### config.mk
export PLATFORM = sky130hd
export DESIGN_NAME = delay_config_regs
export DESIGN_NICKNAME = d
export VERILOG_FILES = /design/src/apb_pkg.sv /design/src/delay_pkg.sv /design/src/delay_config_regs.sv
export SDC_FILE = /design/constraint.sdc
export NUM_CORES = 1
export LEC_CHECK = 0
export ABC_CLOCK_PERIOD_IN_PS = 4600
export BUFFER_PORTS_ARGS = -buffer_cell sky130_fd_sc_hd__buf_2
export CORE_UTILIZATION = 53
export CTS_BUF_LIST = sky130_fd_sc_hd__clkbuf_2 sky130_fd_sc_hd__clkbuf_4 sky130_fd_sc_hd__clkbuf_8
export CTS_CLUSTER_DIAMETER = 150
export DETAILED_ROUTE_END_ITERATION = 6
export PLACE_DENSITY_LB_ADDON = 0.08
export SKIP_CTS_REPAIR_TIMING = 1
export SYNTH_ARGS = -nofsm -noshare
export SYNTH_HDL_FRONTEND = slang
export SYNTH_SLANG_ARGS = --single-unit
### constraint.sdc
create_clock -name clock -period 4.6 [get_ports clock]
set_input_delay 0.46 -clock clock [delete_from_list [all_inputs] [get_ports clock]]
set_output_delay 0.46 -clock clock [all_outputs]
set_load 0.01 [all_outputs]
### src/apb_pkg.sv
package apb_pkg;

    // bus widths of every APB port in the subsystem.
    localparam int addr_width = 32;
    localparam int data_width = 32;
    localparam int strb_width = data_width / 8;
    localparam int prot_width = 3;

    // address bit 12 picks the region, 0 for the config block and 1 for the memory.
    localparam int region_bit = 12;

    // any bit set above the region bit means the address is unmapped.
    localparam logic [addr_width-1:0] region_high_mask = 32'hffff_e000;

    // word memory behind the delayer.
    localparam int mem_words = 256;
    localparam int mem_wait_cycles = 3;

endpackage

### src/delay_pkg.sv
package delay_pkg;

    // the ratio is unsigned fixed point with this many fraction bits.
    localparam int ratio_frac_bits = 10;
    localparam int counter_width = 48;

    localparam int state_width = 2;
    localparam logic [state_width-1:0] state_idle = 2'd0;
    localparam logic [state_width-1:0] state_active = 2'd1;
    localparam logic [state_width-1:0] state_delay = 2'd2;

    // register offsets inside the config region.
    localparam int reg_offset_width = 12;
    localparam logic [reg_offset_width-1:0] reg_ctrl_offset = 12'h000;
    localparam logic [reg_offset_width-1:0] reg_ratio_offset = 12'h004;
    localparam logic [reg_offset_width-1:0] reg_count_offset = 12'h008;

    // 1.0 with ten fraction bits.
    localparam logic [31:0] ratio_reset = 32'h0000_0400;

endpackage

### src/delay_config_regs.sv
`timescale 1ns/1ps

module delay_config_regs (
    input  logic                           clock,
    input  logic                           reset,
    input  logic                           psel,
    input  logic                           penable,
    input  logic [apb_pkg::addr_width-1:0] paddr,
    input  logic                           pwrite,
    input  logic [apb_pkg::data_width-1:0] pwdata,
    input  logic [apb_pkg::strb_width-1:0] pstrb,
    input  logic                           access_done,
    output logic                           pready,
    output logic [apb_pkg::data_width-1:0] prdata,
    output logic                           pslverr,
    output logic                           delay_enable,
    output logic [apb_pkg::data_width-1:0] delay_ratio
);

    logic [delay_pkg::reg_offset_width-1:0] offset;
    logic [apb_pkg::data_width-1:0]         read_data;
    logic [apb_pkg::data_width-1:0]         done_count;
    logic                                   bad_access;

    assign offset = paddr[delay_pkg::reg_offset_width-1:0];
    assign pready = psel && penable;
    assign pslverr = pready && bad_access;
    assign prdata = (pready && !pwrite && !bad_access) ? read_data : '0;

    always_comb begin
        read_data = '0;
        bad_access = 1'b0;
        case (offset)
            delay_pkg::reg_ctrl_offset: read_data[0] = delay_enable;
            delay_pkg::reg_ratio_offset: read_data = delay_ratio;
            delay_pkg::reg_count_offset: begin
                read_data = done_count;
                // the count is read only.
                bad_access = pwrite;
            end
            default: bad_access = 1'b1;
        endcase
    end

    always_ff @(posedge clock) begin
        if (reset) begin
            delay_enable <= 1'b0;
            delay_ratio <= delay_pkg::ratio_reset;
            done_count <= '0;
        end else begin
            if (access_done) begin
                done_count <= done_count + 1'b1;
            end
            if (pready && pwrite && !bad_access) begin
                if (offset == delay_pkg::reg_ctrl_offset && pstrb[0]) begin
                    delay_enable <= pwdata[0];
                end
                if (offset == delay_pkg::reg_ratio_offset) begin
                    for (int b = 0; b < apb_pkg::strb_width; b++) begin
                        if (pstrb[b]) begin
                            delay_ratio[b*8 +: 8] <= pwdata[b*8 +: 8];
                        end
                    end
                end
            end
        end
    end

endmodule

Word level (Yosys, flattened, before mapping)

Index checks and enable logic that the tools add are counted.

Register bits: 65
Bits in latches: 0
Bits of input ports: 74
Memories: 0
RAM bits: 0
Bits in read-only memories: 0

Reductions and logical operators: 16
Mux-type cells: 4
Divide/modulo/power cells: 0
$lt $le $gt $ge: 0
$add $sub $neg: 1
Bitwise logic cells: 0
Shift-type cells: 0
$mul: 0
Equality and inequality tests: 2

Operators with widths:

| kind                  | number |
|---|---|
| $pmux 31 s2           | 1 |
| $add 32x1->32 const B | 1 |
| $mux 32               | 1 |
| $eq 12x3->1 const B   | 1 |
| $eq 12x4->1 const B   | 1 |
| $logic_not 12->1      | 1 |
| $reduce_and 3->1      | 4 |
| $logic_and 1x1->1     | 7 |
| $pmux 1 s3            | 1 |
| $logic_not 1->1       | 2 |
| $pmux 1 s2            | 1 |
| $reduce_and 2->1      | 1 |
| $reduce_or 2->1       | 1 |

Longest topological paths before layout

Depth in word-level cells: 6
Gate-level depth with buffers: 7
Gate-level depth less buffers: 5

Least setup slack after synthesis

No wires, ideal clock.

Path kind: input -> output
From: input port paddr[7] (netlist bit)
To: output port prdata[11] (netlist bit)
Path buffers: 2
Slack: 1945 ps
Arrival: 2195 ps
Stages on the path: 6
Data required time: 4140 ps
Cell sequence: or4_1 buf_2 nor4_1 clkbuf_1 a22oi_1 nor2_1

Cells in the longest elaborated chain, start to end: 6

Ends and longest elaborated chain:

| element                                                | line                    | text |
|---|---|---|
| start, declared                                        | delay_config_regs.sv:8  | `input logic [apb_pkg::addr_width-1:0] paddr,` |
| $eq 12x3->1 / $logic_not 12->1 (equally long branches) | delay_config_regs.sv:33 | `case (offset)` |
| $reduce_or 2->1 (no line)                              | -                       |  |
| $pmux 1 s2                                             | delay_config_regs.sv:33 |  |
| $logic_not 1->1                                        | delay_config_regs.sv:28 | `assign prdata = (pready && !pwrite && !bad_access) ? read_data : '0;` |
| $logic_and 1x1->1                                      | delay_config_regs.sv:28 |  |
| $mux 32 *                                              | delay_config_regs.sv:28 |  |
| end, declared                                          | delay_config_regs.sv:14 | `output logic [apb_pkg::data_width-1:0] prdata,` |

Mark *: on every way between the ends. The rest lies on a longest branch, timed or not.

Final worst setup path

From: input port paddr[7] (netlist bit)
To: output port prdata[10] (netlist bit)

Same word-level chain as after synthesis.

==> summary.md <==
| Metric | Value |
|---|---|
| Synth cell types | 38 |
| Via-to-Cell Ratio | around 5.7 |
| Register area | ~1300 µm² |
| Worst hold path startpoint | pwdata[10] |
| Worst-skew pair later-pin latency | between 0.3 and 0.4 ns |
| Detailed Place HPWL | about 6200 µm |
| Critical path endpoint | prdata[10] |
| Worst min path class | input pin to register |
| GRT busiest layer | met2 |
| Pre-Repair DR Iteration Count | 4 |
| Global-route met3 utilization | 0.0438 |
| Syn Nets | 460 |
| Routed WL | approximately 8600 µm |
| Measured slew at the worst slew-check pin | 1.09 ns |
| Seq pwr share | 0.502 |
| Critical Path End Type | output port |
| Reg2reg start | done_count[5] |
| Clock sink count | 65 |
| All-layer global routing usage | 0.271 |
| Largest net degree at the start of global routing | roughly 70 |
| WS Path Type | input pin to output port |
| Number of enable flip-flop cells after synthesis | 0 |
| Fmax | 304 MHz |
| Ant diodes | 0 |
| Worst vdd ir | 0.208 mV |
| Critical path required time | 4.14 ns |
| Top FF cell, synth | dfxtp_1 |
| Clock power frac | 0.451 |
| Grt met1 use | 0.336 |
| Final setup margin | 1.31 ns |
| Share of cells above drive strength 1 | 0.305 |
| Switch share | 0.208 |
| Iter 0 DRT Violations | around 170 |
| GR Util met2 | 0.465 |
| Syn Area/Cell | ~8.6 µm² |
| Fillers | 506 |
| Final hold vios | 0 |
| Minimum clock period | between 3 and 4 ns |
| Most numerous cell in the Yosys netlist | nor2_1 |
| Worst-path fanout max | 32 |
| Final nets | 568 |
| Unrepaired setup endpoints after global routing | no |
| Fin area | between 4000 and 5000 µm² |
| Crit path launch type | input pin |
| Number of synthesized register bits | 65 |
| Clock-pin slew on the worst setup and hold paths | approximately 0.07 ns |
| CTS max path bufs | 2 |
| TritonCTS clock tree | built |
| Most instantiated cells after synthesis | nor2_1, dfxtp_1, mux2i_1 |
| Synth Instances | 385 |
| Core Footprint | roughly 6000 µm² |
| Cell-internal power | a little under 0.9 mW |
| Static Leak | 1.59 nW |
| Vias in the first global route | 2,942 |
| Port bufs | 120 |
| Max_cap viols | 0 |
| Rows | 28 |
| Worst slack, placed | 1.29 ns |
| Drt wl/cell | 15.0 µm |
| Clock skew | between 0.008 and 0.009 ns |
| Placed cell areas | 3920 µm² |
| Synth Warn # | 0 |
| CP arrival | roughly 2.8 ns |
| Die Ht | 80.8 µm |
| First-pass GRT wire length | 13,700 µm |
| Combinational share of power | 0.047 |
| Clock Tree Root | clkbuf_8 |
| Final period util | 0.714 |
| Worst slew margin | 0.269 |
| PwrDens | 274 nW/µm² |
| Psw | 0.235 mW |
| Die area | 6540 µm² |
| Final Max Tran Viols | 0 |
| Cell area after synthesis | 3290 µm² |
| Setup slack, reg-to-reg | 2.14 ns |
| Synth area leaders | dfxtp_1, mux2i_1, nor2_1 |
| Sum Neg Setup Slack | 0 ns |
| H-Tree Depth | 3 |
| GRT overflow | 0 |
| Vias after detailed routing | 3,275 |
| Post-route DRC | 0 |
| Top-level I/O count | 141 |
| Die X | 80.8 µm |
| Status | finished clean |
| Initial core utilization | 0.553 |
| Async S/R FF share, synth | 0 |
| Share of the synthesized area in the top cell type | 0.395 |
| Utilization after layout | 0.694 |
| Crit path launch | paddr[7] |
| # setup viols final | 0 |
| Sequential area share after synthesis | 0.395 |
| GP Congestion | between 0.8 and 0.9 |
| R2R Path End | done_count[19] |
| Area of the multi-input gates | ~1800 µm² |
| Initial antenna violation count | 0 |
| Synth-to-layout area growth | 25.4% |
| Yosys top cell by area | dfxtp_1 |
| ANT nets after route | 0 |
| Cts bufs inserted | 9 |
| R2R cell count | 4 |
[routing by layer]
layer,wire length [µm],vias to the layer above,part of all wire
li1,-,1615,-
met1,3710,1515,0.43
met2,4250,131,0.50
met3,474,14,0.055
met4,139,0,0.016
met5,0,-,0
[worst max-delay path: stages]
cell and delay (ns):
buf_2 0.10, or4_1 0.80, nor3_1 0.27, nand2_1 0.68, nor2_1 0.34, buf_2 0.17
[metrics by stage]
step                      hold WS (ns)  instances  total power [mW]
final                            0.357        573              1.13
after global routing             0.342        573              1.17
after CTS                        0.351        573              1.14
after detailed placement         0.495        557             0.633
after global placement           0.478        557             0.632
after floorplan                  0.459        385             0.603
[cell type report]
class	count	area share
Clock buffer	14	0.0436
Inverter	9	0.00818
Clock inverter	2	0.00848
Timing Repair Buffer	125	0.154
Sequential cell	65	0.315
Tap cell	75	0.0227
Multi-Input combinational cell	283	0.448
[state kept, by name, indices dropped and copies added, names as in the netlist]
signal	cells
done_count	32
delay_ratio	32
delay_enable	1
[cell families after synthesis]
family                     after synthesis  share of synthesized area
adders and majority gates                1                    0.00380
and+or+nand+nor                        162                      0.271
AOI/OAI and AO/OA                       74                      0.146
xor gates and xnor gates                 9                     0.0239
buffers and inverters                   37                     0.0475
DFF                                     65                      0.395
muxes                                   37                      0.113
[cell usage in the layout (no fill, tap or decap), types with 5 or more instances in the layout]
master    count
buf_2       120
nor2_1       77
dfxtp_1      65
mux2i_1      35
a22oi_1      31
a21oi_1      21
or4_1        18
nand2_1      13
clkbuf_8     12
o31ai_1      10
inv_1         9
o21ai_0       9
or3_1         8
nand3_1       7
nand4_1       6
xor2_1        5
buf_4         5
[power by group through the flow]
stage	clock network, mW	logic [mW]	registers, mW
detailed placement	0	0.0531	0.580
global route	0.548	0.0583	0.567
finish	0.510	0.0529	0.567
global placement	0	0.0518	0.580
CTS	0.517	0.0532	0.567
floorplan	0	0.0241	0.579
[worst min path at each step]
stage / endpoint / slack, ns / depth (start not counted)
4_1_cts: delay_ratio[10] / 0.35 / 3
3_5_place_dp: done_count[30] / 0.49 / 2
3_3_place_gp: done_count[30] / 0.48 / 2
6_report: delay_ratio[10] / 0.36 / 3
5_1_grt: delay_ratio[10] / 0.34 / 3
2_1_floorplan: done_count[21] / 0.46 / 2
(Power assumes the default switching activity.)
