**src/apb_pkg.sv**
```systemverilog
package apb_pkg;

    // bus widths of every APB port in the subsystem.
    localparam int addr_width = 32;
    localparam int data_width = 32;
    localparam int strb_width = data_width / 8;
    localparam int prot_width = 3;

    // address bit 12 picks the region, 0 for the config block and 1 for the memory.
    localparam int region_bit = 12;

    // any bit set above the region bit means the address is unmapped.
    localparam logic [addr_width-1:0] region_high_mask = 32'hffff_e000;

    // word memory behind the delayer.
    localparam int mem_words = 256;
    localparam int mem_wait_cycles = 3;

endpackage

```
**src/delay_pkg.sv**
```systemverilog
package delay_pkg;

    // the ratio is unsigned fixed point with this many fraction bits.
    localparam int ratio_frac_bits = 10;
    localparam int counter_width = 48;

    localparam int state_width = 2;
    localparam logic [state_width-1:0] state_idle = 2'd0;
    localparam logic [state_width-1:0] state_active = 2'd1;
    localparam logic [state_width-1:0] state_delay = 2'd2;

    // register offsets inside the config region.
    localparam int reg_offset_width = 12;
    localparam logic [reg_offset_width-1:0] reg_ctrl_offset = 12'h000;
    localparam logic [reg_offset_width-1:0] reg_ratio_offset = 12'h004;
    localparam logic [reg_offset_width-1:0] reg_count_offset = 12'h008;

    // 1.0 with ten fraction bits.
    localparam logic [31:0] ratio_reset = 32'h0000_0400;

endpackage

```
**src/apb_delayer.sv**
```systemverilog
`timescale 1ns/1ps

module apb_delayer (
    input  logic                           clock,
    input  logic                           reset,
    input  logic                           delay_enable,
    input  logic [apb_pkg::data_width-1:0] delay_ratio,

    input  logic [apb_pkg::addr_width-1:0] in_paddr,
    input  logic                           in_psel,
    input  logic                           in_penable,
    input  logic [apb_pkg::prot_width-1:0] in_pprot,
    input  logic                           in_pwrite,
    input  logic [apb_pkg::data_width-1:0] in_pwdata,
    input  logic [apb_pkg::strb_width-1:0] in_pstrb,
    output logic                           in_pready,
    output logic [apb_pkg::data_width-1:0] in_prdata,
    output logic                           in_pslverr,

    output logic [apb_pkg::addr_width-1:0] out_paddr,
    output logic                           out_psel,
    output logic                           out_penable,
    output logic [apb_pkg::prot_width-1:0] out_pprot,
    output logic                           out_pwrite,
    output logic [apb_pkg::data_width-1:0] out_pwdata,
    output logic [apb_pkg::strb_width-1:0] out_pstrb,
    input  logic                           out_pready,
    input  logic [apb_pkg::data_width-1:0] out_prdata,
    input  logic                           out_pslverr,

    output logic                           access_done
);

    logic [delay_pkg::state_width-1:0]   state;
    logic [delay_pkg::counter_width-1:0] delay_count;
    logic [apb_pkg::data_width-1:0]      held_prdata;
    logic                                held_pslverr;
    logic                                held_ready;
    logic                                setup;

    // the request always goes straight through to the memory.
    assign out_paddr = in_paddr;
    assign out_psel = in_psel;
    assign out_penable = in_penable;
    assign out_pprot = in_pprot;
    assign out_pwrite = in_pwrite;
    assign out_pwdata = in_pwdata;
    assign out_pstrb = in_pstrb;

    assign setup = delay_enable && in_psel && !in_penable;

    assign in_pready = delay_enable ? held_ready : out_pready;
    assign in_prdata = delay_enable ? (held_ready ? held_prdata : '0) : out_prdata;
    assign in_pslverr = delay_enable ? (held_ready && held_pslverr) : out_pslverr;
    assign access_done = held_ready;

    always_ff @(posedge clock) begin
        if (reset) begin
            state <= delay_pkg::state_idle;
            delay_count <= '0;
            held_ready <= 1'b0;
        end else begin
            held_ready <= 1'b0;
            case (state)
                delay_pkg::state_idle: begin
                    if (setup) begin
                        state <= delay_pkg::state_active;
                        delay_count <= '0;
                    end
                end
                delay_pkg::state_active: begin
                    // each memory wait cycle adds the ratio, the integer part is kept.
                    if (out_pready) begin
                        delay_count <= delay_count >> delay_pkg::ratio_frac_bits;
                        state <= delay_pkg::state_delay;
                    end else begin
                        delay_count <= delay_count + delay_pkg::counter_width'(delay_ratio);
                    end
                end
                delay_pkg::state_delay: begin
                    if (delay_count == '0) begin
                        held_ready <= 1'b1;
                        state <= delay_pkg::state_idle;
                    end else begin
                        delay_count <= delay_count - 1'b1;
                    end
                end
                default: state <= delay_pkg::state_idle;
            endcase
        end
    end

    always_ff @(posedge clock) begin
        if (state == delay_pkg::state_active && out_pready) begin
            held_prdata <= out_prdata;
            held_pslverr <= out_pslverr;
        end
    end

endmodule

```
**config.mk**
```make
export PLATFORM = sky130hd
export DESIGN_NAME = apb_delayer
export DESIGN_NICKNAME = d
export VERILOG_FILES = /design/src/apb_pkg.sv /design/src/delay_pkg.sv /design/src/apb_delayer.sv
export SDC_FILE = /design/constraint.sdc
export NUM_CORES = 1
export LEC_CHECK = 0
export ABC_AREA = 1
export CELL_PAD_IN_SITES_DETAIL_PLACEMENT = 2
export CELL_PAD_IN_SITES_GLOBAL_PLACEMENT = 2
export CORE_ASPECT_RATIO = 1.5
export CORE_MARGIN = 2
export CORE_UTILIZATION = 30
export CTS_CLUSTER_DIAMETER = 60
export DETAILED_ROUTE_END_ITERATION = 7
export DONT_BUFFER_PORTS = 1
export PLACE_DENSITY_LB_ADDON = 0.25
export SYNTH_ARGS = -nofsm -noshare
export SYNTH_HDL_FRONTEND = slang
export SYNTH_SLANG_ARGS = --single-unit
```
**constraint.sdc**
```tcl
create_clock -name clock -period 2.5 [get_ports clock]
set_input_delay 0.125 -clock clock [delete_from_list [all_inputs] [get_ports clock]]
set_output_delay 0.125 -clock clock [all_outputs]
set_load 0.03 [all_outputs]
```
== Word level (Yosys, flattened, before mapping) ==
Cells that the tools add are included.

* Multiplexer cells: 13
* Eq/ne operators: 6
* Bitwise logic cells: 1
* Add/subtract/negate cells: 2
* Reductions and logical operators: 11

{| class="wikitable"
|+ Operators by type and width
! operator !! number
|-
| two-way mux 48 bit || 3
|-
| one-hot mux 48 bit (3 select lines) || 1
|-
| two-way mux 32 bit || 2
|-
| adder 48 x 32 -> 48 bit || 1
|-
| zero test 48 bit || 1
|-
| subtractor 48 x 1 -> 48 bit, second input constant || 1
|-
| != test 2 bit, second input constant || 4
|-
| two-way mux 2 bit || 3
|-
| one-hot mux 2 bit (3 select lines) || 1
|-
| AND reduction 3 bit || 2
|-
| logical AND 1 bit || 4
|-
| two-way mux 1 bit || 3
|-
| nonzero test 3 bit || 1
|-
| == test 2 x 1 -> 1 bit, second input constant || 1
|-
| == test 2 bit, second input constant || 1
|-
| zero test 2 bit || 1
|-
| OR reduction 2 bit || 1
|-
| zero test 1 bit || 1
|-
| inverter 1 bit || 1
|}

* Flip-flop bits (word level): 84
* Input bits: 143

== Longest topological paths before layout ==
* Depth in word-level cells: 4
* Mapped depth: 18
* Mapped depth without buffers: 18

== Worst setup path before layout ==
OpenSTA, ideal clock, no wires.

* Path type: reg-to-reg
* Start: register state[1] in the netlist's numbering
* End: register delay_count[37] in the netlist's numbering
* Clock period less this slack: 2330 ps
* Cell stages (with the launch flop): 10
* Path slack: 170 ps
* Buffers on the path: 1
* Arrival: 2260 ps
* Setup time: 70 ps
* Cell sequence: dfxtp_1 inv_1 ha_1 nand2_1 clkinv_1 clkbuf_1 nand2_1 nand3_1 nand2_1 a21oi_2

* Cells in the longest elaborated chain, start to end: 3

{| class="wikitable"
|+ Ends and longest elaborated chain
! what !! RTL line !! RTL
|-
| start: declaration || apb_delayer.sv:34 || <nowiki>logic [delay_pkg::state_width-1:0] state;</nowiki>
|-
| start signal: assignment || apb_delayer.sv:59 || <nowiki>state <= delay_pkg::state_idle;</nowiki>
|-
| start signal: assignment || apb_delayer.sv:67 || <nowiki>state <= delay_pkg::state_active;</nowiki>
|-
| start signal: assignment || apb_delayer.sv:75 || <nowiki>state <= delay_pkg::state_delay;</nowiki>
|-
| == test 2 bit (tied with other cells) || apb_delayer.sv:64 || <nowiki>case (state)</nowiki>
|-
| != test 2 bit (no source line) or nonzero test 3 bit (tied branches) || n/a ||
|-
| AND reduction 3 bit (no source line) || n/a ||
|-
| end signal: assignment || apb_delayer.sv:74 || <nowiki>delay_count <= delay_count >> delay_pkg::ratio_frac_bits;</nowiki>
|-
| end signal: assignment || apb_delayer.sv:77 || <nowiki>delay_count <= delay_count + delay_pkg::counter_width'(delay_ratio);</nowiki>
|-
| end signal: assignment || apb_delayer.sv:85 || <nowiki>delay_count <= delay_count - 1'b1;</nowiki>
|-
| end: declaration || apb_delayer.sv:35 || <nowiki>logic [delay_pkg::counter_width-1:0] delay_count;</nowiki>
|}

Several ways; a longest one is shown, not always the timed one.
A chain may end at the register's enable or synchronous reset.

== Final worst setup path ==
* Start: register delay_count[19] in the netlist's numbering
* End: register delay_count[22] in the netlist's numbering

* Cells in the longest elaborated chain, start to end: 3

{| class="wikitable"
|+ Ends and longest elaborated chain
! what !! RTL line !! RTL
|-
| subtractor 48 x 1 -> 48 bit (tied with other cells) || apb_delayer.sv:85 ||
|-
| two-way mux 48 bit (tied with other cells) || apb_delayer.sv:81 || <nowiki>if (delay_count == '0) begin</nowiki>
|-
| one-hot mux 48 bit (3 select lines) or AND reduction 3 bit (tied branches) || n/a ||
|}

Several ways; a longest one is shown, not always the timed one. The select of a mux whose other input is x is not followed.

==> results.md <==
- Number of antenna violations at the first check in global routing: 0
- Number of global-route vias before repair: 12145
- Startpoint of the worst-slack reg-to-reg timing path: delay_count[19]
- Buf+Inv Stages, Crit Path: 2
- Instance count of the mapped netlist: 1618
- Number of antenna repair diodes: 0
- Buffers on Ports: 0
- Kind of cell with the highest combined delay on the critical path: simple AND/OR/NAND/NOR gates
- Worst-case clock buffer depth: 2
- Post-route fraction of the period consumed by the critical path: a little over nine tenths
- Maxcap violations: 0
- Clock period minus final worst setup slack: approximately 2400 ps
- Maximum number of pins on one net before global-route repair: 70
- Count of nets after finishing: between 1500 and 2000
- Wire length of the first global-routing pass: 69800 µm
- Slack of the worst reg-to-reg path: 50 ps
- Width of the die: 149 µm
- CTS tree: built
- Clock latency at the later pin of the worst-skew pair: 390 ps
- Cells along the critical path: ha_2, nand2_1, nand2_1, a21oi_1, nand2_1, inv_1, nand3_1, buf_4, nand2_1, nand3_1, o211ai_1, nand2_1, a21oi_4
- Number of routed nets with antenna violations: 0
- Proportion of synthesized flip-flops having asynchronous set or reset: 0%
- Maximum clock frequency: just over 0.4 GHz
- Tightest Hold Check Type: in -> reg
- Number of library cell types mapped by synthesis: 46
- Most frequent cell on the critical path: nand2_1
- Routed wire length: ~47000 µm
- Outcome: finished clean
- Maximum cell stage delay along the critical path: around 430 ps
- Worst EP arrival: about 2700 ps
- Initial detailed-routing violation count: 435
- Routed via count: 10839
- CTS Sinks: 84
- Wire per inst: 22.6 µm
- Cell leakage power: 5.27 nW
- Number of fillers in the final layout: 3870
- All-Layer GR Usage: 28.2%
- Routability congestion estimate from global placement: 0.921
- Layout cells sized above 1: 14.2%
- Worst Path Required: around 2800 ps
- Most used DFF post-synth: dfxtp_1
- Total DRC errors in the routed layout: 0
- Maximum resistive drop on vdd: between 0.0003 and 0.0004 V
- Hold Path Sink: delay_count[36]
- Share of synthesized area occupied by flip-flops and latches: between 20% and 30%
- Total nets after synthesis: 1799
- CTS clock-pin slew for the worst setup and hold paths: 80 ps
- Hold Path Depth: 2
- Pwr per Cell Area: roughly 430 nW/µm²
- Per-cell via count in the routed design: 5.25
- DR pass1 iterations: 5
- Setup crit end kind: register
- Final hold violation count: 0
- Tightest slew margin relative to the limit: 31.0%
- Multi-input gate area: 5780 µm²
- Clock skew after layout: 18.5 ps
- Top-Level Pins: between 200 and 300
- Slowest CP cell: dfxtp_1
- Tightest Pin Transition: slightly above 1000 ps
- Register area: 2020 µm²
- Leftover overflow at the end of global routing: 0
- Synthesized area divided by synthesized cell count: 5.82 µm²
- Core area: about 31000 µm²
- Initial core utilization: 30.5%
- R2r worst-path depth: 13
- CP max FO: 5
- Hold path startpoint: reset
- R2r endpoint: delay_count[22]
- Total power: between 4 and 5 mW
- Element type at the critical path start: register
- Final number of max-transition violations: 0
- Die Area: 32900 µm²
- TritonCTS buffer count: 9
- Post-synth EDFFs: 33
- Total half-perimeter wirelength after legalization and detailed placement: 37100 µm
- Final Setup Violations: 0
- Synth Cell Area: 9420 µm²
- Flop and latch count out of synthesis: 84
- Y dimension of the die: 221 µm
- Number of synthesis warnings: 0
- Count of standard-cell rows: 79
- Root buffer cell: clkbuf_16
- Post-synthesis to final-layout area growth: 15.8%
- Critical setup path kind: reg -> reg
- Final cell utilization of the core: 35.3%
- H-tree depth reported by CTS: 3
-- cells in the mapped netlist, types with 14 or more instances --
| library cell | count | area [µm²] |
|---|---|---|
| nor2_1 | 135 | 507 |
| dfxtp_1 | 51 | 1020 |
| clkbuf_1 | 26 | 97.6 |
| o21ai_0 | 97 | 485 |
| nand3_1 | 153 | 766 |
| inv_1 | 257 | 965 |
| a21oi_1 | 85 | 425 |
| nand2_1 | 492 | 1850 |
| nand4_1 | 23 | 144 |
| xnor2_1 | 14 | 123 |
| edfxtp_1 | 33 | 991 |
| ha_1 | 37 | 463 |
| buf_4 | 75 | 563 |
-- metrics by stage --
stage	cells	cell area [µm²]	TNS [ps]	setup WS, ps	hold slack, ps
2_1_floorplan	1618	9420	0	170	224
3_3_place_gp	2008	9990	-20.1	-10.3	205
3_5_place_dp	2008	9990	-455	-132	204
4_1_cts	2058	10700	-15.2	-15.2	98.1
5_1_grt	2064	10900	-332	-48.1	127
6_report	2064	10900	0	54.6	115
-- final cells by class --
class	count	share of cell area, %
flip-flops and latches	84	18.5
clock buffers	9	2.06
well taps	405	4.64
clock inverters	7	0.722
repair buffers	148	12.0
inverters	264	9.08
multi-input cells	1147	53.0
-- kinds of logic after synthesis --
family / after synthesis / synth area share (%)
DFF: 84 / 21.4
buffers and inverters: 387 / 19.2
xor gates and xnor gates: 16 / 1.49
AOI/OAI and AO/OA: 224 / 13.1
adders and majority gates: 38 / 5.13
and+or+nand+nor: 869 / 39.7
-- routing by layer --
metal | vias up | wire length [µm] | part of all wire (%) | GRT usage [%]
li1 | 5128 | - | - | -
met1 | 5325 | 16200 | 35 | 27.6
met2 | 258 | 25400 | 55 | 54.2
met3 | 128 | 1540 | 3.3 | 3.42
met4 | 0 | 3390 | 7.3 | 18.8
met5 | - | 0 | 0 | 0
-- worst reg2reg max path, cell delays in order (launching register included) --
cell and delay (ps):
dfxtp_1 430, ha_2 350, nand2_1 80, nand2_1 130
a21oi_1 160, nand2_1 100, inv_1 60, nand3_1 100
buf_4 170, nand2_1 50, nand3_1 180, o211ai_1 170
nand2_1 130, a21oi_4 230
-- flip-flops by register name (all words and copies together) (netlist names) --
signal        flops
access_done       1
state             2
held_pslverr      1
delay_count      48
held_prdata      32
-- layout by cell type, fill, tap and decap left out, drive strengths merged, types with 10 or more instances in the layout --
master         n
nand3        156
clkbuf        10
dlygate4sd3   33
buf          114
nand4         23
inv          267
xnor2         14
edfxtp        33
o21ai        102
dfxtp         51
nor3          16
nand2        501
a21oi         96
nor2         153
ha            37
-- report_power, final --
part | leakage [nW] | internal, mW | switching [mW]
combinational | 4.41 | 0.553 | 1.17
sequential | 0.717 | 1.49 | 0.0306
clock | 0.151 | 0.717 | 0.751
-- how the worst max path moves through the flow --
stage | cells after the start | from | end
after floorplan | 9 | state[1] | delay_count[37]
after global placement | 12 | delay_count[18] | delay_count[19]
after detailed placement | 13 | delay_count[0] | delay_count[22]
after CTS | 13 | delay_count[0] | delay_count[22]
after global routing | 13 | delay_count[0] | delay_count[10]
final | 13 | delay_count[19] | delay_count[22]
-- timing repair --
action | 4_1_cts | 5_1_grt
endpoints found under the hold margin | 84 | 0
cloned | 0 | 1
pin swaps | 0 | 5
setup endpoints to repair | 7 | 47
hold buffers | 34 | 0
buffers inserted | 0 | 5
gates resized for setup | 7 | 55
No activity file was read; power rests on OpenSTA's default activity.
