--- src/apb_pkg.sv ---
package apb_pkg;

    // bus widths of every APB port in the subsystem.
    localparam int addr_width = 32;
    localparam int data_width = 32;
    localparam int strb_width = data_width / 8;
    localparam int prot_width = 3;

    // address bit 12 picks the region, 0 for the config block and 1 for the memory.
    localparam int region_bit = 12;

    // any bit set above the region bit means the address is unmapped.
    localparam logic [addr_width-1:0] region_high_mask = 32'hffff_e000;

    // word memory behind the delayer.
    localparam int mem_words = 256;
    localparam int mem_wait_cycles = 3;

endpackage

--- src/apb_region_decoder.sv ---
`timescale 1ns/1ps

module apb_region_decoder (
    input  logic [apb_pkg::addr_width-1:0] up_paddr,
    input  logic                           up_psel,
    input  logic                           up_penable,
    input  logic [apb_pkg::prot_width-1:0] up_pprot,
    input  logic                           up_pwrite,
    input  logic [apb_pkg::data_width-1:0] up_pwdata,
    input  logic [apb_pkg::strb_width-1:0] up_pstrb,
    output logic                           up_pready,
    output logic [apb_pkg::data_width-1:0] up_prdata,
    output logic                           up_pslverr,

    output logic                           cfg_psel,
    output logic                           cfg_penable,
    output logic [apb_pkg::addr_width-1:0] cfg_paddr,
    output logic                           cfg_pwrite,
    output logic [apb_pkg::data_width-1:0] cfg_pwdata,
    output logic [apb_pkg::strb_width-1:0] cfg_pstrb,
    input  logic                           cfg_pready,
    input  logic [apb_pkg::data_width-1:0] cfg_prdata,
    input  logic                           cfg_pslverr,

    output logic                           dly_psel,
    output logic                           dly_penable,
    output logic [apb_pkg::addr_width-1:0] dly_paddr,
    output logic [apb_pkg::prot_width-1:0] dly_pprot,
    output logic                           dly_pwrite,
    output logic [apb_pkg::data_width-1:0] dly_pwdata,
    output logic [apb_pkg::strb_width-1:0] dly_pstrb,
    input  logic                           dly_pready,
    input  logic [apb_pkg::data_width-1:0] dly_prdata,
    input  logic                           dly_pslverr
);

    logic unmapped;
    logic mem_region;

    assign unmapped = |(up_paddr & apb_pkg::region_high_mask);
    assign mem_region = up_paddr[apb_pkg::region_bit];

    assign cfg_psel = up_psel && !unmapped && !mem_region;
    assign cfg_penable = up_penable && cfg_psel;
    assign cfg_paddr = up_paddr;
    assign cfg_pwrite = up_pwrite;
    assign cfg_pwdata = up_pwdata;
    assign cfg_pstrb = up_pstrb;

    assign dly_psel = up_psel && !unmapped && mem_region;
    assign dly_penable = up_penable && dly_psel;
    assign dly_paddr = up_paddr;
    assign dly_pprot = up_pprot;
    assign dly_pwrite = up_pwrite;
    assign dly_pwdata = up_pwdata;
    assign dly_pstrb = up_pstrb;

    // unmapped accesses are answered here in the first access cycle.
    always_comb begin
        if (unmapped) begin
            up_pready = up_psel && up_penable;
            up_prdata = '0;
            up_pslverr = up_psel && up_penable;
        end else if (mem_region) begin
            up_pready = dly_pready;
            up_prdata = dly_prdata;
            up_pslverr = dly_pslverr;
        end else begin
            up_pready = cfg_pready;
            up_prdata = cfg_prdata;
            up_pslverr = cfg_pslverr;
        end
    end

endmodule

--- config.mk ---
export PLATFORM = sky130hd
export DESIGN_NAME = apb_region_decoder
export DESIGN_NICKNAME = d
export VERILOG_FILES = /design/src/apb_pkg.sv /design/src/apb_region_decoder.sv
export SDC_FILE = /design/constraint.sdc
export NUM_CORES = 1
export LEC_CHECK = 0
export BUFFER_PORTS_ARGS = -buffer_cell sky130_fd_sc_hd__buf_2
export CAP_MARGIN = 0
export CORE_AREA = 2 2 126 128
export DETAILED_ROUTE_END_ITERATION = 8
export DIE_AREA = 0 0 128 130
export PLACE_DENSITY = 0.44
export SLEW_MARGIN = 20
export SYNTH_ARGS = -nofsm -noshare
export SYNTH_HDL_FRONTEND = slang
export SYNTH_SLANG_ARGS = --single-unit
export TNS_END_PERCENT = 50
--- constraint.sdc ---
create_clock -name vclk -period 1.8
set_input_delay 0.18 -clock vclk [all_inputs]
set_output_delay 0.18 -clock vclk [all_outputs]
set_load 0.02 [all_outputs]
After elaboration in Yosys (flattened, before gate mapping)
Index checks and enable logic that the tools add are counted.

Register bits after elaboration: 0. Input port bits: 142. Output and inout bits: 179. Word-level logic and storage cells: 15.

Mux-type cells: 6. Reduce and logical (&&, ||, !) cells: 9.

Operators with widths (number): $mux W32 (2); $reduce_or A19 Y1 (1); $logic_and A1 B1 Y1 (6); $mux W1 (4); $logic_not A1 Y1 (2).

Depth between registers and ports, before layout
Gate-level depths: netlist of the first run.

Depth after elaboration: 5. Gate-level depth with buffers: 6. Mapped depth without buffers: 4.

Worst setup path after synthesis of the first run
OpenSTA, ideal clock, no wires.

Kind: in2out. From: input port up_paddr[25] (netlist bit). To: output port cfg_psel. Arrival time: 1.581 ns. Data required time: 1.620 ns. Setup slack: 0.039 ns. Stages on the path: 5. Buffers on the path: 1. Path through: nor4_1 > nand4_1 > or4_4 > buf_6 > nor3_1.

Longest elaborated chain between the ends: 4.

RTL lines: from (decl) (line apb_region_decoder.sv:4) `input logic [apb_pkg::addr_width-1:0] up_paddr,`; $reduce_or A19 Y1 (line apb_region_decoder.sv:40) `assign unmapped = |(up_paddr & apb_pkg::region_high_mask);`; $logic_not A1 Y1 (line apb_region_decoder.sv:43) `assign cfg_psel = up_psel && !unmapped && !mem_region;`; $logic_and A1 B1 Y1 (2 in a row) (line apb_region_decoder.sv:43); to (decl) (line apb_region_decoder.sv:15) `output logic cfg_psel,`.

No other way between the ends.

Final worst setup path of the first run
From: input port up_paddr[17] (netlist bit). To: output port up_prdata[10] (netlist bit).

Longest elaborated chain between the ends: 2.

RTL lines: $reduce_or A19 Y1 (line apb_region_decoder.sv:40); $mux W32 (line apb_region_decoder.sv:60) `if (unmapped) begin`; to (decl) (line apb_region_decoder.sv:12) `output logic [apb_pkg::data_width-1:0] up_prdata,`.

No other way between the ends.

==> flow_metrics.env, run 1 <==
export IMPL_coreArea_um2=15420
export IMPL_antenna_left=0
export IMPL_multiInputGateArea_um2=675.6
export IMPL_crit_chain="buf_8 > nor4_4 > buf_4 > nand4_1 > or4_4 > buf_12 > nor2_1 > buf_4"
export IMPL_synth_area_leaders="buf_4 61%, mux2i_1 21%, nor2_2 7.2%, nor2_1 2.6%, buf_6 1.9%"
export IMPL_synthSimpleGateAreaFrac=0.1449
export IMPL_seq_cell_count=0
export IMPL_seq_area_um2=0
export IMPL_rows=46
export IMPL_drv_cap=0
export IMPL_synth_top_family_by_area="buffers and inverters"
export IMPL_hold_start="up_paddr[7]"
export IMPL_final_max_slew_viol_count=0
export IMPL_cp_end_kind="output port"
export IMPL_setup_viol=38
export IMPL_hold_ws_ps=360.0
export IMPL_relSlewSlack=0.6821
export IMPL_avgSynthCellArea_um2=7.513
export IMPL_fmax_ghz=0.5154
export IMPL_worst_slack_ps=-140.4
export IMPL_grt_pass1_wl_mm=6.216
export IMPL_finalHoldViolations=0
export IMPL_drt_pass1_iter_count=3
export IMPL_n_clock_buffer=0
export IMPL_violations="negative setup slack"
export IMPL_io_pins=321
export IMPL_holdCritPathClass="in2out"
export IMPL_synthCells=231
export IMPL_final_common_cell="buf_2"
export IMPL_portBuffers=168
export IMPL_dpl_hpwl_mm=4.155
export IMPL_track_usage=0.04685
export IMPL_syn_cell_area_um2=1735
export IMPL_final_cell_mix="128 x buf_2, 45 x buf_4, 36 x mux2i_1"
export IMPL_layout_drive_gt1_share=0.8043
export IMPL_crit_slowest_cell="or4_4"
export IMPL_vias=1477
export IMPL_diodes=0
export IMPL_synth_compound_area_frac=0
export IMPL_worst_slew_pin_slew_ps=476.9
export IMPL_rsz0062_at_grt="yes"
export IMPL_grt_max_degree=29
export IMPL_gp_congestion=0.6742
export IMPL_crit_top_cell="buf_4"
export IMPL_p_leak_uw=0.001169
export IMPL_synthAdderAreaFrac=0
export IMPL_antenna_found_initial=0
export IMPL_yosysTopAreaCell="buf_4"
export IMPL_first_iter_violations=5
export IMPL_drc_errors=0
export IMPL_synth_fp_nets=373
export IMPL_avgRoutedWirePerCell_um=10.30
export IMPL_area_growth_pct=24.15
export IMPL_synth_sequential_area_ratio=0
export IMPL_irDropWorstVdd_mv=0.05764
export IMPL_max_stage_delay_ps=500
export IMPL_crit_fanout=28
export IMPL_final_nets=420
export IMPL_power_per_cell_area_nw_per_um2=167.5
export IMPL_synthXorXnorAreaFrac=0
export IMPL_gr_total_overflow=0
export IMPL_arrival_ps=1760
export IMPL_crit_start="up_paddr[17]"
export IMPL_critPathLaunchType="primary input"
export IMPL_critPathRequiredTime_ps=1620
export IMPL_min_period_ps=1940
export IMPL_initial_core_util=0.1125
export IMPL_fin_crit_sh=1.078
export IMPL_viasPerCell=3.156
export IMPL_critical_path_class="in2out"
export IMPL_die_height_um=130
export IMPL_endpoint="up_prdata[10]"
export IMPL_drt_wl_total_mm=4.822
export IMPL_status="finished with violations"
export IMPL_power_total_uw=360.9
export IMPL_dieArea_um2=16640
export IMPL_synth_area_mux_share=0.2076
export IMPL_ctsHoldBuffers=0
export IMPL_die_x_um=128
export IMPL_num_fill_cells=1792
export IMPL_yosys_cell_types_count=15
export IMPL_grt_pass1_vias=1257
export IMPL_synth_top_area_frac=0.6099
export IMPL_yosys_warnings=0
## power by group
part,switching (uW),internal (uW)
Clock,0,0
Sequential,0,0
Combinational,185,176
Total,185,176
## synth_stat cells
library cell and instances:
buf_1 3, buf_2 1, buf_4 141, buf_6 3, clkbuf_1 1, inv_1 3
mux2i_1 36, nand2_1 1, nand4_1 1, nor2_1 12, nor2_2 20, nor3_1 2
nor4_1 4, nor4_2 2, or4_4 1
## per-stage QoR
step / utilization / std cells / setup WS (ps) / cell area, um^2 / setup TNS, ps
floorplan: - / 231 / 39.37 / 1735 / 0
global placement: 0.1230 / 466 / -263.8 / 1897 / -7958
detailed placement: 0.1230 / 466 / -265.7 / 1897 / -8155
CTS: 0.1342 / 468 / -174.2 / 2069 / -4847
global route: 0.1397 / 468 / -260.8 / 2155 / -8201
finish: 0.1397 / 468 / -140.4 / 2155 / -3379
## layout make-up
cell class	instances	area share
Tap cell	192	0.1115
Timing Repair Buffer	194	0.5697
Multi-Input combinational cell	79	0.3136
Inverter	3	0.005226
## worst min path at each step
| stage | end | slack (ps) | cells past startpoint |
|---|---|---|---|
| 2_1_floorplan | cfg_paddr[0] | 470 | 1 |
| 3_3_place_gp | dly_pprot[1] | 360 | 0 |
| 3_5_place_dp | dly_pprot[1] | 360 | 0 |
| 4_1_cts | dly_pprot[1] | 360 | 0 |
| 5_1_grt | dly_pprot[2] | 360 | 0 |
| 6_report | dly_paddr[7] | 360 | 0 |
## worst max-delay path: cells and delay by family
| kind | cells | cell delay (ps) |
|---|---|---|
| buf+inv | 4 | 600 |
| simple gates | 4 | 960 |
## metal layers
| layer | up-vias | global-route usage | part of all wire |
|---|---|---|---|
| met5 | - | 0 | 0 |
| met4 | 0 | 0.02327 | 0.050 |
| met1 | 621 | 0.03840 | 0.29 |
| li1 | 689 | - | - |
| met3 | 20 | 0.01681 | 0.15 |
| met2 | 147 | 0.09720 | 0.52 |
## cell families (layout without fill, tap and decap cells)
group                  Yosys count  in the layout
multiplexers                    36             36
buffers and inverters          152            197
AND/OR/NAND/NOR                 43             43
## what timing repair did
action / in CTS / in global routing
hold endpoints to repair: 0 / 0
setup endpoints to repair: 38 / 38
resized for setup: 49 / 19
setup buffers: 2 / 0
Note: power is estimated with default switching activity, not from simulation.
==> run 2: changes to the inputs <==
Settings changed: REMOVE_ABC_BUFFERS from default to 1.
==> flow_metrics.env, run 2 (synthesis results as in run 1) <==
export IMPL_die_height_um=130
export IMPL_finalNonFillerCells=460
export IMPL_violations="negative setup slack"
export IMPL_wl_met1_mm=4.108
export IMPL_hold_start="up_pwdata[7]"
export IMPL_gr_total_overflow=0
export IMPL_worst_slew_pin_slew_ps=398.0
export IMPL_pwr_share_seq=0
export IMPL_worst_slack_ps=-71.90
export IMPL_p_leak_uw=0.001132
export IMPL_power_total_uw=381.5
export IMPL_n_clock_buffer=0
export IMPL_critical_path_class="in2out"
export IMPL_fmax_ghz=0.5342
export IMPL_status="finished with violations"
export IMPL_setup_tns_final_ps=-798.1
export IMPL_power_per_cell_area_nw_per_um2=180.2
export IMPL_grt_pass1_wl_mm=14.67
export IMPL_power_switching_uw=204.7
export IMPL_irDropWorstVdd_mv=0.08200
export IMPL_crit_fanout=15
export IMPL_area_growth_pct=21.99
export IMPL_seq_area_um2=0
export IMPL_vias=1682
export IMPL_viasPerCell=3.657
export IMPL_combinationalPowerShare=1.000
export IMPL_die_x_um=128
export IMPL_cp_end_kind="output port"
export IMPL_pwr_share_clk=0
export IMPL_internal_power_uw=176.8
export IMPL_relSlewSlack=0.7271
export IMPL_hold_path_endpoint="dly_pwdata[7]"
export IMPL_dieArea_um2=16640
export IMPL_dpl_hpwl_mm=11.06
export IMPL_drt_pass1_iter_count=4
export IMPL_drc_errors=0
export IMPL_multiInputGateArea_um2=666.9
export IMPL_fin_crit_sh=1.040
export IMPL_grt_pass1_vias=1505
export IMPL_layout_drive_gt1_share=0.8134
export IMPL_rows=46
export IMPL_final_max_slew_viol_count=0
export IMPL_final_cell_mix="129 x buf_2, 35 x mux2i_1, 34 x buf_4"
export IMPL_seq_cell_count=0
export IMPL_antenna_found_initial=0
export IMPL_wl_met2_mm=4.483
export IMPL_critPathRequiredTime_ps=1620
export IMPL_final_nets=412
export IMPL_gp_congestion=0.8724
export IMPL_critPathLaunchType="primary input"
export IMPL_avgRoutedWirePerCell_um=26.78
export IMPL_diodes=0
export IMPL_place_inst=460
export IMPL_min_period_ps=1872
export IMPL_p_sw_frac=0.5365
export IMPL_grt_max_degree=24
export IMPL_wl_met3_mm=3.558
export IMPL_drt_wl_total_mm=12.32
export IMPL_rsz0062_at_grt="yes"
export IMPL_antenna_left=0
export IMPL_holdCritPathClass="in2out"
export IMPL_whs_path_depth=0
export IMPL_final_common_cell="buf_2"
export IMPL_finalHoldViolations=0
export IMPL_portBuffers=168
export IMPL_drv_cap=0
export IMPL_track_usage=0.1336
export IMPL_arrival_ps=1690
export IMPL_setup_viol=30
export IMPL_num_fill_cells=1820
export IMPL_initial_core_util=0.1125
export IMPL_highest_layer="met5"
export IMPL_coreArea_um2=15420
export IMPL_io_pins=321
export IMPL_first_iter_violations=60
[run 2: cell type report]
type	count	area share
multi-input combinational	79	0.3150
inverter	3	0.005319
timing repair buffer	186	0.5662
tap	192	0.1135
[run 2: repair_timing]
action                                  in CTS  in global routing
buffers inserted                             0                  0
hold buffers                                 0                  0
cloned                                       0                  0
endpoints found under the setup margin      38                 38
resized for setup                           52                 18
[run 2: worst max path at each step]
stage | start | to | slack (ps) | depth (start not counted)
after floorplan | up_paddr[25] | cfg_psel | -100 | 4
after global placement | up_paddr[21] | cfg_penable | -220 | 7
after detailed placement | up_paddr[21] | up_prdata[7] | -250 | 7
after CTS | up_paddr[21] | up_pslverr | -80 | 7
after global routing | up_paddr[21] | up_pslverr | -160 | 7
final | up_paddr[17] | up_pslverr | -70 | 7
[run 2: worst max-delay path, cell delays in order]
cell and delay, ps:
buf_2 120, nor4_4 280, nand4_1 120, or4_4 480, buf_12 180, mux2i_2 160
buf_4 160
[run 2: metrics by stage]
step	cell area (um^2)	utilization	setup slack (ps)	hold slack (ps)
after floorplan	623.1	-	-103.6	360.0
after global placement	1889	0.1225	-217.2	360.3
after detailed placement	1889	0.1225	-252.4	360.3
after CTS	2053	0.1331	-81.22	360.3
after global routing	2117	0.1372	-164.1	360.1
final	2117	0.1372	-71.90	360.2
[run 2: power groups by stage]
| stage | registers (uW) | logic, uW | clock network [uW] |
|---|---|---|---|
| finish | 0 | 381 | 0 |
| global route | 0 | 408 | 0 |
| CTS | 0 | 384 | 0 |
| detailed placement | 0 | 372 | 0 |
| global placement | 0 | 374 | 0 |
| floorplan | 0 | 66.1 | 0 |
[run 2: routing by layer]
metal | vias to the layer above | GRT usage
met5 | - | 0.07941
met4 | 4 | 0.001293
met3 | 4 | 0.1734
met2 | 309 | 0.1749
met1 | 694 | 0.1322
li1 | 671 | -
